<file path="src/mul_pkg.sv">
package mul_pkg;

    // operand and result width of the multiply unit.
    localparam int DATA_W = 16;

    // each mul8 works on one half of an operand.
    localparam int HALF_W = DATA_W / 2;

    // one add-shift step per multiplier bit.
    localparam int ITER_N = HALF_W;

    localparam int OP_W = 2;

    // low half of the product.
    localparam logic [OP_W-1:0] OP_MUL    = 2'd0;

    // high half, signed x signed.
    localparam logic [OP_W-1:0] OP_MULH   = 2'd1;

    // high half, signed x unsigned.
    localparam logic [OP_W-1:0] OP_MULHSU = 2'd2;

    // high half, unsigned x unsigned.
    localparam logic [OP_W-1:0] OP_MULHU  = 2'd3;

endpackage

</file>
<file path="src/mul8.sv">
module mul8
    import mul_pkg::*;
(
    input  logic                CLK,
    input  logic                reset,
    input  logic [HALF_W-1:0]   multiplicand,
    input  logic [HALF_W-1:0]   multiplier,
    input  logic [1:0]          is_signed,
    input  logic                start,
    output logic                finished,
    output logic [2*HALF_W-1:0] product
);

    logic                        a_neg;
    logic                        b_neg;
    logic [HALF_W-1:0]           a_mag;
    logic [HALF_W-1:0]           b_mag;
    logic [$clog2(ITER_N+1)-1:0] step_cnt;
    logic                        stepping;
    logic                        last_step;
    logic                        negative;
    logic [2*HALF_W-1:0]         mcand_sh;
    logic [HALF_W-1:0]           mplier_sh;
    logic [2*HALF_W-1:0]         acc;
    logic [2*HALF_W-1:0]         addend;
    logic [2*HALF_W-1:0]         sum;

    // an operand is negative only when its sign flag is set.
    assign a_neg = is_signed[1] & multiplicand[HALF_W-1];
    assign b_neg = is_signed[0] & multiplier[HALF_W-1];

    // -8'h80 gives 8'h80, which is the right magnitude read as unsigned.
    assign a_mag = a_neg ? -multiplicand : multiplicand;
    assign b_mag = b_neg ? -multiplier : multiplier;

    assign stepping  = (step_cnt != '0);
    assign last_step = (step_cnt == 1'b1);

    assign addend = mplier_sh[0] ? mcand_sh : '0;
    assign sum    = acc + addend;

    always_ff @(posedge CLK) begin
        if (reset) begin
            step_cnt <= '0;
            finished <= 1'b0;
        end else if (start) begin
            step_cnt <= ITER_N[$clog2(ITER_N+1)-1:0];
            finished <= 1'b0;
        end else if (stepping) begin
            step_cnt <= step_cnt - 1'b1;
            finished <= last_step;
        end
    end

    // magnitude multiply, sign applied on the final step.
    always_ff @(posedge CLK) begin
        if (start) begin
            acc       <= '0;
            mcand_sh  <= {{HALF_W{1'b0}}, a_mag};
            mplier_sh <= b_mag;
            negative  <= a_neg ^ b_neg;
        end else if (stepping) begin
            mcand_sh  <= mcand_sh << 1;
            mplier_sh <= mplier_sh >> 1;
            if (last_step && negative) begin
                acc <= -sum;
            end else begin
                acc <= sum;
            end
        end
    end

    // held until the next start.
    assign product = acc;

endmodule

</file>
<file path="src/vedic_mul16.sv">
module vedic_mul16
    import mul_pkg::*;
(
    input  logic                CLK,
    input  logic                reset,
    input  logic [DATA_W-1:0]   multiplicand,
    input  logic [DATA_W-1:0]   multiplier,
    input  logic [1:0]          is_signed,
    input  logic                start,
    output logic                finished,
    output logic [2*DATA_W-1:0] product
);

    logic [2*HALF_W-1:0] pp [4];
    logic [HALF_W-1:0]   unit_a [4];
    logic [HALF_W-1:0]   unit_b [4];
    logic [1:0]          unit_signed [4];
    logic [3:0]          unit_done;
    logic                ext1;
    logic                ext2;

    // unit 0 hi x hi, unit 1 hi x lo, unit 2 lo x hi, unit 3 lo x lo.
    always_comb begin
        unit_a[0] = multiplicand[DATA_W-1:HALF_W];
        unit_a[1] = multiplicand[DATA_W-1:HALF_W];
        unit_a[2] = multiplicand[HALF_W-1:0];
        unit_a[3] = multiplicand[HALF_W-1:0];

        unit_b[0] = multiplier[DATA_W-1:HALF_W];
        unit_b[1] = multiplier[HALF_W-1:0];
        unit_b[2] = multiplier[DATA_W-1:HALF_W];
        unit_b[3] = multiplier[HALF_W-1:0];

        // only a high half carries the operand sign.
        unit_signed[0] = {is_signed[1], is_signed[0]};
        unit_signed[1] = {is_signed[1], 1'b0};
        unit_signed[2] = {1'b0, is_signed[0]};
        unit_signed[3] = 2'b00;
    end

    for (genvar i = 0; i < 4; i++) begin : g_unit
        mul8 u_mul8 (
            .CLK          (CLK),
            .reset        (reset),
            .multiplicand (unit_a[i]),
            .multiplier   (unit_b[i]),
            .is_signed    (unit_signed[i]),
            .start        (start),
            .finished     (unit_done[i]),
            .product      (pp[i])
        );
    end

    assign finished = &unit_done;

    // a middle partial is negative only if its unit multiplied a signed half.
    assign ext1 = unit_signed[1][1] & pp[1][2*HALF_W-1];
    assign ext2 = unit_signed[2][0] & pp[2][2*HALF_W-1];

    // unit 0 needs no extension, its bits above 2^32 are dropped anyway.
    assign product = {pp[0], {DATA_W{1'b0}}}
                   + {{HALF_W{ext1}}, pp[1], {HALF_W{1'b0}}}
                   + {{HALF_W{ext2}}, pp[2], {HALF_W{1'b0}}}
                   + {{DATA_W{1'b0}}, pp[3]};

endmodule

</file>
<file path="src/mul_ctrl.sv">
module mul_ctrl
    import mul_pkg::*;
(
    input  logic                CLK,
    input  logic                reset,
    input  logic                in_valid,
    output logic                in_ready,
    input  logic [OP_W-1:0]     in_op,
    input  logic [DATA_W-1:0]   in_a,
    input  logic [DATA_W-1:0]   in_b,
    output logic                out_valid,
    input  logic                out_ready,
    output logic [DATA_W-1:0]   out_result,
    output logic [DATA_W-1:0]   multiplicand,
    output logic [DATA_W-1:0]   multiplier,
    output logic [1:0]          is_signed,
    output logic                start,
    input  logic                finished,
    input  logic [2*DATA_W-1:0] product
);

    // idle is neither busy nor done.
    logic       busy;
    logic       done;
    logic       accept;
    logic       mul_done;
    logic [1:0] op_signed;
    logic       op_high;
    logic       high_half;

    assign in_ready  = !busy && !done;
    assign out_valid = done;
    assign accept    = in_valid && in_ready;

    // finished still shows the previous result while start is in flight.
    assign mul_done = busy && !start && finished;

    always_comb begin
        op_signed = 2'b00;
        op_high   = 1'b1;
        case (in_op)
            OP_MUL: begin
                op_high = 1'b0;
            end
            OP_MULH: begin
                op_signed = 2'b11;
            end
            OP_MULHSU: begin
                op_signed = 2'b10;
            end
            OP_MULHU: begin
                op_signed = 2'b00;
            end
        endcase
    end

    always_ff @(posedge CLK) begin
        if (reset) begin
            busy  <= 1'b0;
            done  <= 1'b0;
            start <= 1'b0;
        end else begin
            start <= accept;
            if (accept) begin
                busy <= 1'b1;
            end else if (mul_done) begin
                busy <= 1'b0;
                done <= 1'b1;
            end else if (done && out_ready) begin
                done <= 1'b0;
            end
        end
    end

    // operands stay put until the multiplier finishes.
    always_ff @(posedge CLK) begin
        if (accept) begin
            multiplicand <= in_a;
            multiplier   <= in_b;
            is_signed    <= op_signed;
            high_half    <= op_high;
        end
        if (mul_done) begin
            out_result <= high_half ? product[2*DATA_W-1:DATA_W] : product[DATA_W-1:0];
        end
    end

endmodule

</file>
<file path="src/mul_top.sv">
module mul_top
    import mul_pkg::*;
(
    input  logic              CLK,
    input  logic              reset,
    input  logic              in_valid,
    output logic              in_ready,
    input  logic [OP_W-1:0]   in_op,
    input  logic [DATA_W-1:0] in_a,
    input  logic [DATA_W-1:0] in_b,
    output logic              out_valid,
    input  logic              out_ready,
    output logic [DATA_W-1:0] out_result
);

    logic [DATA_W-1:0]   multiplicand;
    logic [DATA_W-1:0]   multiplier;
    logic [1:0]          is_signed;
    logic                start;
    logic                finished;
    logic [2*DATA_W-1:0] product;

    mul_ctrl u_ctrl (
        .CLK          (CLK),
        .reset        (reset),
        .in_valid     (in_valid),
        .in_ready     (in_ready),
        .in_op        (in_op),
        .in_a         (in_a),
        .in_b         (in_b),
        .out_valid    (out_valid),
        .out_ready    (out_ready),
        .out_result   (out_result),
        .multiplicand (multiplicand),
        .multiplier   (multiplier),
        .is_signed    (is_signed),
        .start        (start),
        .finished     (finished),
        .product      (product)
    );

    vedic_mul16 u_mul (
        .CLK          (CLK),
        .reset        (reset),
        .multiplicand (multiplicand),
        .multiplier   (multiplier),
        .is_signed    (is_signed),
        .start        (start),
        .finished     (finished),
        .product      (product)
    );

endmodule

</file>
<file path="config.mk">
export PLATFORM = sky130hd
export DESIGN_NAME = mul_top
export DESIGN_NICKNAME = d
export VERILOG_FILES = /design/src/mul_pkg.sv /design/src/mul8.sv /design/src/vedic_mul16.sv /design/src/mul_ctrl.sv /design/src/mul_top.sv
export SDC_FILE = /design/constraint.sdc
export NUM_CORES = 1
export LEC_CHECK = 0
export ABC_AREA = 1
export BUFFER_PORTS_ARGS = -buffer_cell sky130_fd_sc_hd__buf_2
export CORE_ASPECT_RATIO = 1.5
export CORE_UTILIZATION = 30
export CTS_BUF_LIST = sky130_fd_sc_hd__clkbuf_2
export DETAILED_ROUTE_END_ITERATION = 10
export PLACE_DENSITY = 0.49
export SLEW_MARGIN = 20
export SYNTH_ARGS = -nofsm -noshare
export SYNTH_HDL_FRONTEND = slang
export SYNTH_SLANG_ARGS = --single-unit
</file>
<file path="constraint.sdc">
create_clock -name CLK -period 2.7 [get_ports CLK]
set_input_delay 0.405 -clock CLK [delete_from_list [all_inputs] [get_ports CLK]]
set_output_delay 0.405 -clock CLK [all_outputs]
set_load 0.05 [all_outputs]
</file>
After elaboration in Yosys (flattened, before gate mapping)
Index checks and enable logic that the tools add are counted. W data, S select, Z words.

Register bits after elaboration: 237. Latch bits: 0. Memory bits (writable): 0. Bits in read-only memories: 0. Input bits: 38. Output and inout bits: 18. Logic and storage cells: 132. Memories kept: 0.

Add/sub/neg operators: 16. Multiply operators: 0. Div/mod/pow operators: 0. $lt $le $gt $ge: 0. Eq/ne operators: 6. Shift operators: 0. Multiplexer cells: 40. Bitwise operators: 6. Reductions and logical operators: 25.

Operators by type and width (count): $mux W8 (18); $mux W16 (8); $add A16 B16 Y16 (4); $add A32 B32 Y32 (2); $neg A16 Y16 (3); $add A32 B16 Y32 (1); $mux W4 (8); $eq A4 B1 Y1 const B (4); $neg A8 Y8 (2); $reduce_bool A4 Y1 (4); $sub A4 B1 Y4 const B (4); $reduce_bool A2 Y1 (6); $logic_and A1 B1 Y1 (8); $mux W1 (5); $and A1 B1 Y1 (4); $pmux W2 S2 (1); $reduce_and A4 Y1 (1); $logic_not A1 Y1 (3); $eq A2 B1 Y1 const B (1); $eq A2 B2 Y1 const B (1); $logic_not A2 Y1 (1); $reduce_and A2 Y1 (1); $reduce_or A2 Y1 (1); $not A1 Y1 (1); $xor A1 B1 Y1 (1).

Logic depth before layout (Yosys ltp)
Depth in word-level cells: 5. Mapped depth: 22. Gate-level depth less buffers: 20.

By module
Synthesis repeated with hierarchy kept, for this count alone.

Cells, all modules: 2717. Area, all modules: 18450.2 sq um.

By module, submodules not included: mul8 at u_mul.g_unit[0].u_mul8 ... (instances 3, cells an instance 552, area each 3583.4 sq um, seq. area each 1091.0 sq um); mul8 at u_mul.g_unit[1].u_mul8 (instances 1, cells an instance 556, area each 3595.9 sq um, seq. area each 1091.0 sq um); vedic_mul16 (instances 1, cells an instance 380, area each 2164.6 sq um, seq. area each 0.0 sq um); mul_ctrl (instances 1, cells an instance 125, area each 1939.4 sq um, seq. area each 1591.5 sq um).

Worst setup path before layout
No wires, ideal clock.

Path kind: register to register. Start point: register u_mul.g_unit[1].u_mul8.mplier_sh[0]. End point: register u_mul.g_unit[1].u_mul8.acc[14]. Library setup time: 0.117 ns. Arrival: 2.664 ns. Required time: 2.583 ns. Path slack: -0.081 ns. Cell stages (with the launch flop): 19. Path buffers: 2. Clock period less this slack: 2.781 ns. Cells stage by stage: edfxtp_1 clkbuf_1 clkbuf_1 nand2_1 inv_1 ha_1 fa_1 inv_1 ha_1 a21boi_1 nand3_2 nor2_4 nand2_2 nor2_2 nand3_1 nand3_1 nand2_1 nor2_1 nor2_1.

Longest elaborated chain between the ends: 4.

Ends and longest elaborated chain: from (decl) (RTL line mul8.sv:23) `logic [HALF_W-1:0] mplier_sh;`; from (signal assigned) (RTL line mul8.sv:60) `mplier_sh <= b_mag;`; from (signal assigned) (RTL line mul8.sv:64) `mplier_sh <= mplier_sh >> 1;`; $mux W16 * (RTL line mul8.sv:39) `assign addend = mplier_sh[0] ? mcand_sh : '0;`; $add A16 B16 Y16 * (RTL line mul8.sv:40) `assign sum = acc + addend;`; $neg A16 Y16 (RTL line mul8.sv:66) `acc <= -sum;`; $mux W16 * (RTL line mul8.sv:65) `if (last_step && negative) begin`; to (signal assigned) (RTL line mul8.sv:66); to (signal assigned) (RTL line mul8.sv:68) `acc <= sum;`; to (decl) (RTL line mul8.sv:24) `logic [2*HALF_W-1:0] acc;`.

Every way passes the cells marked *; elsewhere a longest branch is shown, timed or not. A chain may end at the register's enable or synchronous reset.

Final worst setup path
Start point: register u_ctrl.is_signed[0]. End point: register u_ctrl.out_result[15] (data pin).

Longest elaborated chain between the ends: 4.

Ends and longest elaborated chain: from (decl) (RTL line mul_ctrl.sv:16) `output logic [1:0] is_signed,`; from (signal assigned) (RTL line mul_ctrl.sv:80) `is_signed <= op_signed;`; $and A1 B1 Y1 (RTL line vedic_mul16.sv:58) `assign ext2 = unit_signed[2][0] & pp[2][2*HALF_W-1];`; $add A32 B32 Y32 (RTL line vedic_mul16.sv:63) `+ {{HALF_W{ext2}}, pp[2], {HALF_W{1'b0}}}`; $add A32 B16 Y32 (RTL line vedic_mul16.sv:64) `+ {{DATA_W{1'b0}}, pp[3]};`; $mux W16 (RTL line mul_ctrl.sv:84) `out_result <= high_half ? product[2*DATA_W-1:DATA_W] : product[DATA_W-1:0];`; to (signal assigned) (RTL line mul_ctrl.sv:84); to (decl) (RTL line mul_ctrl.sv:13) `output logic [DATA_W-1:0] out_result,`.

Every way passes these cells.

==> flow_summary_export.csv <==
group,metric,value,unit
route,route.detailed.drc,0,
sta,max_clk_rate,372,MHz
route,avgRoutedWirePerCell,14.9,um
cts,cts.htree.levels,2,
floorplan,area_of_the_die,54800,sq um
floorplan,io-pin-count,56,
finish,finish.utilization,0.403,
route,drt_wl_total,49900,um
synth,synth_cell_types,46,
sta,hold_violations,0,
critical_path,path_max_fanout,5,
cts,max-clock-path-buffers,3,
grt,pin_count_of_the_biggest_net_entering_global_routing,56,
grt,grt_pass1_vias,15271,
synth,syn_area_per_cell,7.11,sq um
cts,worst_skew_pair.late_latency,1.05,ns
route,firstDrtPassIters,5,
placed_design,io_port_bufs,55,
synth,netlist.area_leader.share,0.219,
critical_path,critical_path_buf_inv_count,2,
synth,synth-seq-cells,237,
synth,synth-edff-count,118,
critical_path,worstSetupStartpointType,"flip-flop",
route,detail_route.iter0.violations,551,
synth,synthFlopType,"dfxtp_1",
finish,layout-drive-gt1-share,0.253,
route,ant_nets,0,
hold_path,min_path_type,"input pin to flip-flop",
critical_path,critical_path.cell_chain,"nand2_2 -> inv_4 -> fa_1 -> ha_4 -> a21oi_4 -> o21ai_2 -> a211oi_2 -> nand3_2 -> nand2_1 -> nand2_1 -> buf_4 -> nor2_4 -> o21ai_1",
grt,wire_length_of_the_first_global_routing_pass,76700,um
floorplan,initial_core_utilization,0.305,
finish,final_nets,2781,
placed_design,routabilityCongestion,0.872,
route,vias,15628,
sta,grt_setup_unrepaired,"true",
critical_path,critPathKind,"flip-flop to flip-flop",
grt,grt_antenna_before_repair,4,
grt,global_route.usage.total,0.179,
cts,clock_tree.root_cell,"clkbuf_2",
synth,ys_top_cells_by_area,"edfxtp_1, nand2_1, dfxtp_1",
cts,clkSlewWorstSetupHoldPaths,0.11,ns
sta,tightestPinTransition,0.776,ns
floorplan,core_area,53000,sq um
critical_path,critical-path-max-stage-delay,0.57,ns
run_status,outcome,"complete, no violations",
critical_path,critical_path_arrival,3.42,ns
floorplan,die_h,286,um
job,drv.max_cap_violation_count,0,
synth,mappedNetlistArea,16200,sq um
sta,final-setup-viol-count,0,
synth,yosysSeqAreaShare,0.367,
critical_path,critical_path.slowest_cell,"fa_1",
sta,slew_violations,0,
synth,synth.net_count,2440,
cts,tritoncts_num_sinks,237,
finish,layout-area-overhead-vs-synth,32.0,%
critical_path,worst-endpoint-required,3.44,ns
synth,synth_top_area_cell,"edfxtp_1",
synth,syn-instance-count,2273,
sta,finalClockSkew,0.0625,ns
cts,cts_buffers,60,
route,vias_per_inst,4.67,
critical_path,worst_path_most_repeated_cell,"nand2_1",
grt,grt.overflow.total,0,
placed_design,dp_hpwl,38400,um
cts,cts_tree,"yes",
sta,final.min_clock_period,2.69,ns
sta,final_min_period_over_clock_period,0.995,
synth,postSynth.asyncResetShare,0,
sta,relSlewSlack,0.481,
critical_path,critPathTopFamily,"adder cells",
floorplan,placementRows,103,
critical_path,critPathCaptureType,"flip-flop",
synth,synthesis.yosys.warnings,0,
floorplan,dieWidth,191,um
-- routing by layer --
layer  GRT usage  vias up  routed length [um]  share of wire
met1       0.195     7257               19800           0.40
met4      0.0742        0                1850          0.037
li1            -     8026                   -              -
met2       0.339      257               26600           0.53
met5           0        -                   0              0
met3      0.0248       88                1630          0.033
-- sequential cells by signal, indices dropped and copies added, names as in the netlist --
| signal | cells |
|---|---|
| u_ctrl.busy | 1 |
| u_ctrl.high_half | 1 |
| u_ctrl.is_signed | 2 |
| u_ctrl.multiplicand | 16 |
| u_ctrl.multiplier | 16 |
| u_ctrl.out_result | 16 |
| u_ctrl.out_valid | 1 |
| u_ctrl.start | 1 |
| u_mul.g_unit.u_mul8.finished | 4 |
| u_mul.g_unit.u_mul8.mcand_sh | 64 |
| u_mul.g_unit.u_mul8.mplier_sh | 32 |
| u_mul.g_unit.u_mul8.negative | 3 |
| u_mul.g_unit.u_mul8.product | 64 |
| u_mul.g_unit.u_mul8.step_cnt | 16 |
-- cell families (layout without fill, tap and decap cells) --
group,Yosys count,count (layout),synth area share
adders and majority gates,129,129,0.113
other,0,2,0
AOI/OAI and AO/OA,329,329,0.113
xor gates and xnor gates,40,40,0.0217
and+or+nand+nor,1140,1140,0.293
DFF,237,237,0.367
buffers and inverters,398,789,0.0932
-- worst min-delay path: cells and delay by family --
family	cells	cell delay, ns
buf+inv	3	0.71
simple gates	1	0.07
compound gates	1	0.05
-- synth_stat cells (all sizes together) (21+ instances only) --
cell    number
inv        344
ha         101
xor2        24
nand3      154
a21oi      119
edfxtp     118
fa          28
o21ai      146
clkbuf      46
nor3        21
nand2      706
dfxtp      119
nor2       222
-- path summary, 6_finish.rpt --
kind | startpoint | endpoint | slack [ns] | depth (start not counted)
worst min register to register | u_mul.g_unit[0].u_mul8.finished | u_mul.g_unit[0].u_mul8.finished | 0.47 | 2
worst max-delay path | u_ctrl.is_signed[0] | u_ctrl.out_result[15] | 0.01 | 13
worst max register to register | u_ctrl.is_signed[0] | u_ctrl.out_result[15] | 0.01 | 13
worst min-delay path | out_ready | u_ctrl.out_valid | 0.22 | 5
-- what timing repair did --
item	in CTS	in global routing
setup endpoints to repair	31	48
cloned	0	1
endpoints found under the hold margin	62	0
hold buffers	72	0
buffers inserted	7	17
pin swaps	22	73
resized for setup	94	248
-- layout make-up --
type	instances	area, sq um
Tap cell	682	853
Inverter	347	1310
Antenna cell	2	5.00
Clock buffer	93	465
Timing Repair Buffer	330	2560
Multi-Input combinational cell	1638	10100
Fill cell	5545	31600
Clock inverter	19	113
Sequential cell	237	5940
-- cells in the final DEF (no fill, tap or decap), types with 14 or more instances in the layout --
cell             n
o21ai_0        125
buf_2           55
nand3_1        127
nor2_4          20
clkbuf_2        93
nor2_1         172
nand3_2         22
nor2_2          30
nand4_1         14
fa_1            23
edfxtp_1       118
a21oi_1         91
nor3_1          17
a21oi_2         24
xor2_1          23
dlygate4sd3_1   72
nand2_2         76
inv_1          320
ha_1            53
inv_2           20
clkinv_1        17
dfxtp_1        106
ha_4            40
nand2_1        618
buf_4          194
xnor2_1         16
-- stage by stage --
stage	instances	instance area [sq um]	setup slack, ns	TNS (ns)	hold WS (ns)
2_1_floorplan	2273	16200	0.00699	0	0.444
3_3_place_gp	3137	18400	-0.166	-1.07	0.454
4_1_cts	3328	20100	-0.0609	-0.108	0.0802
6_report	3348	21300	0.0146	0	0.224
3_5_place_dp	3137	18400	-0.194	-1.45	0.456
5_1_grt	3348	21300	-0.221	-2.63	0.156
Power is left out: the tool's default activity adds up to more than one toggle a clock period on the data nets, which glitch-free logic cannot reach.
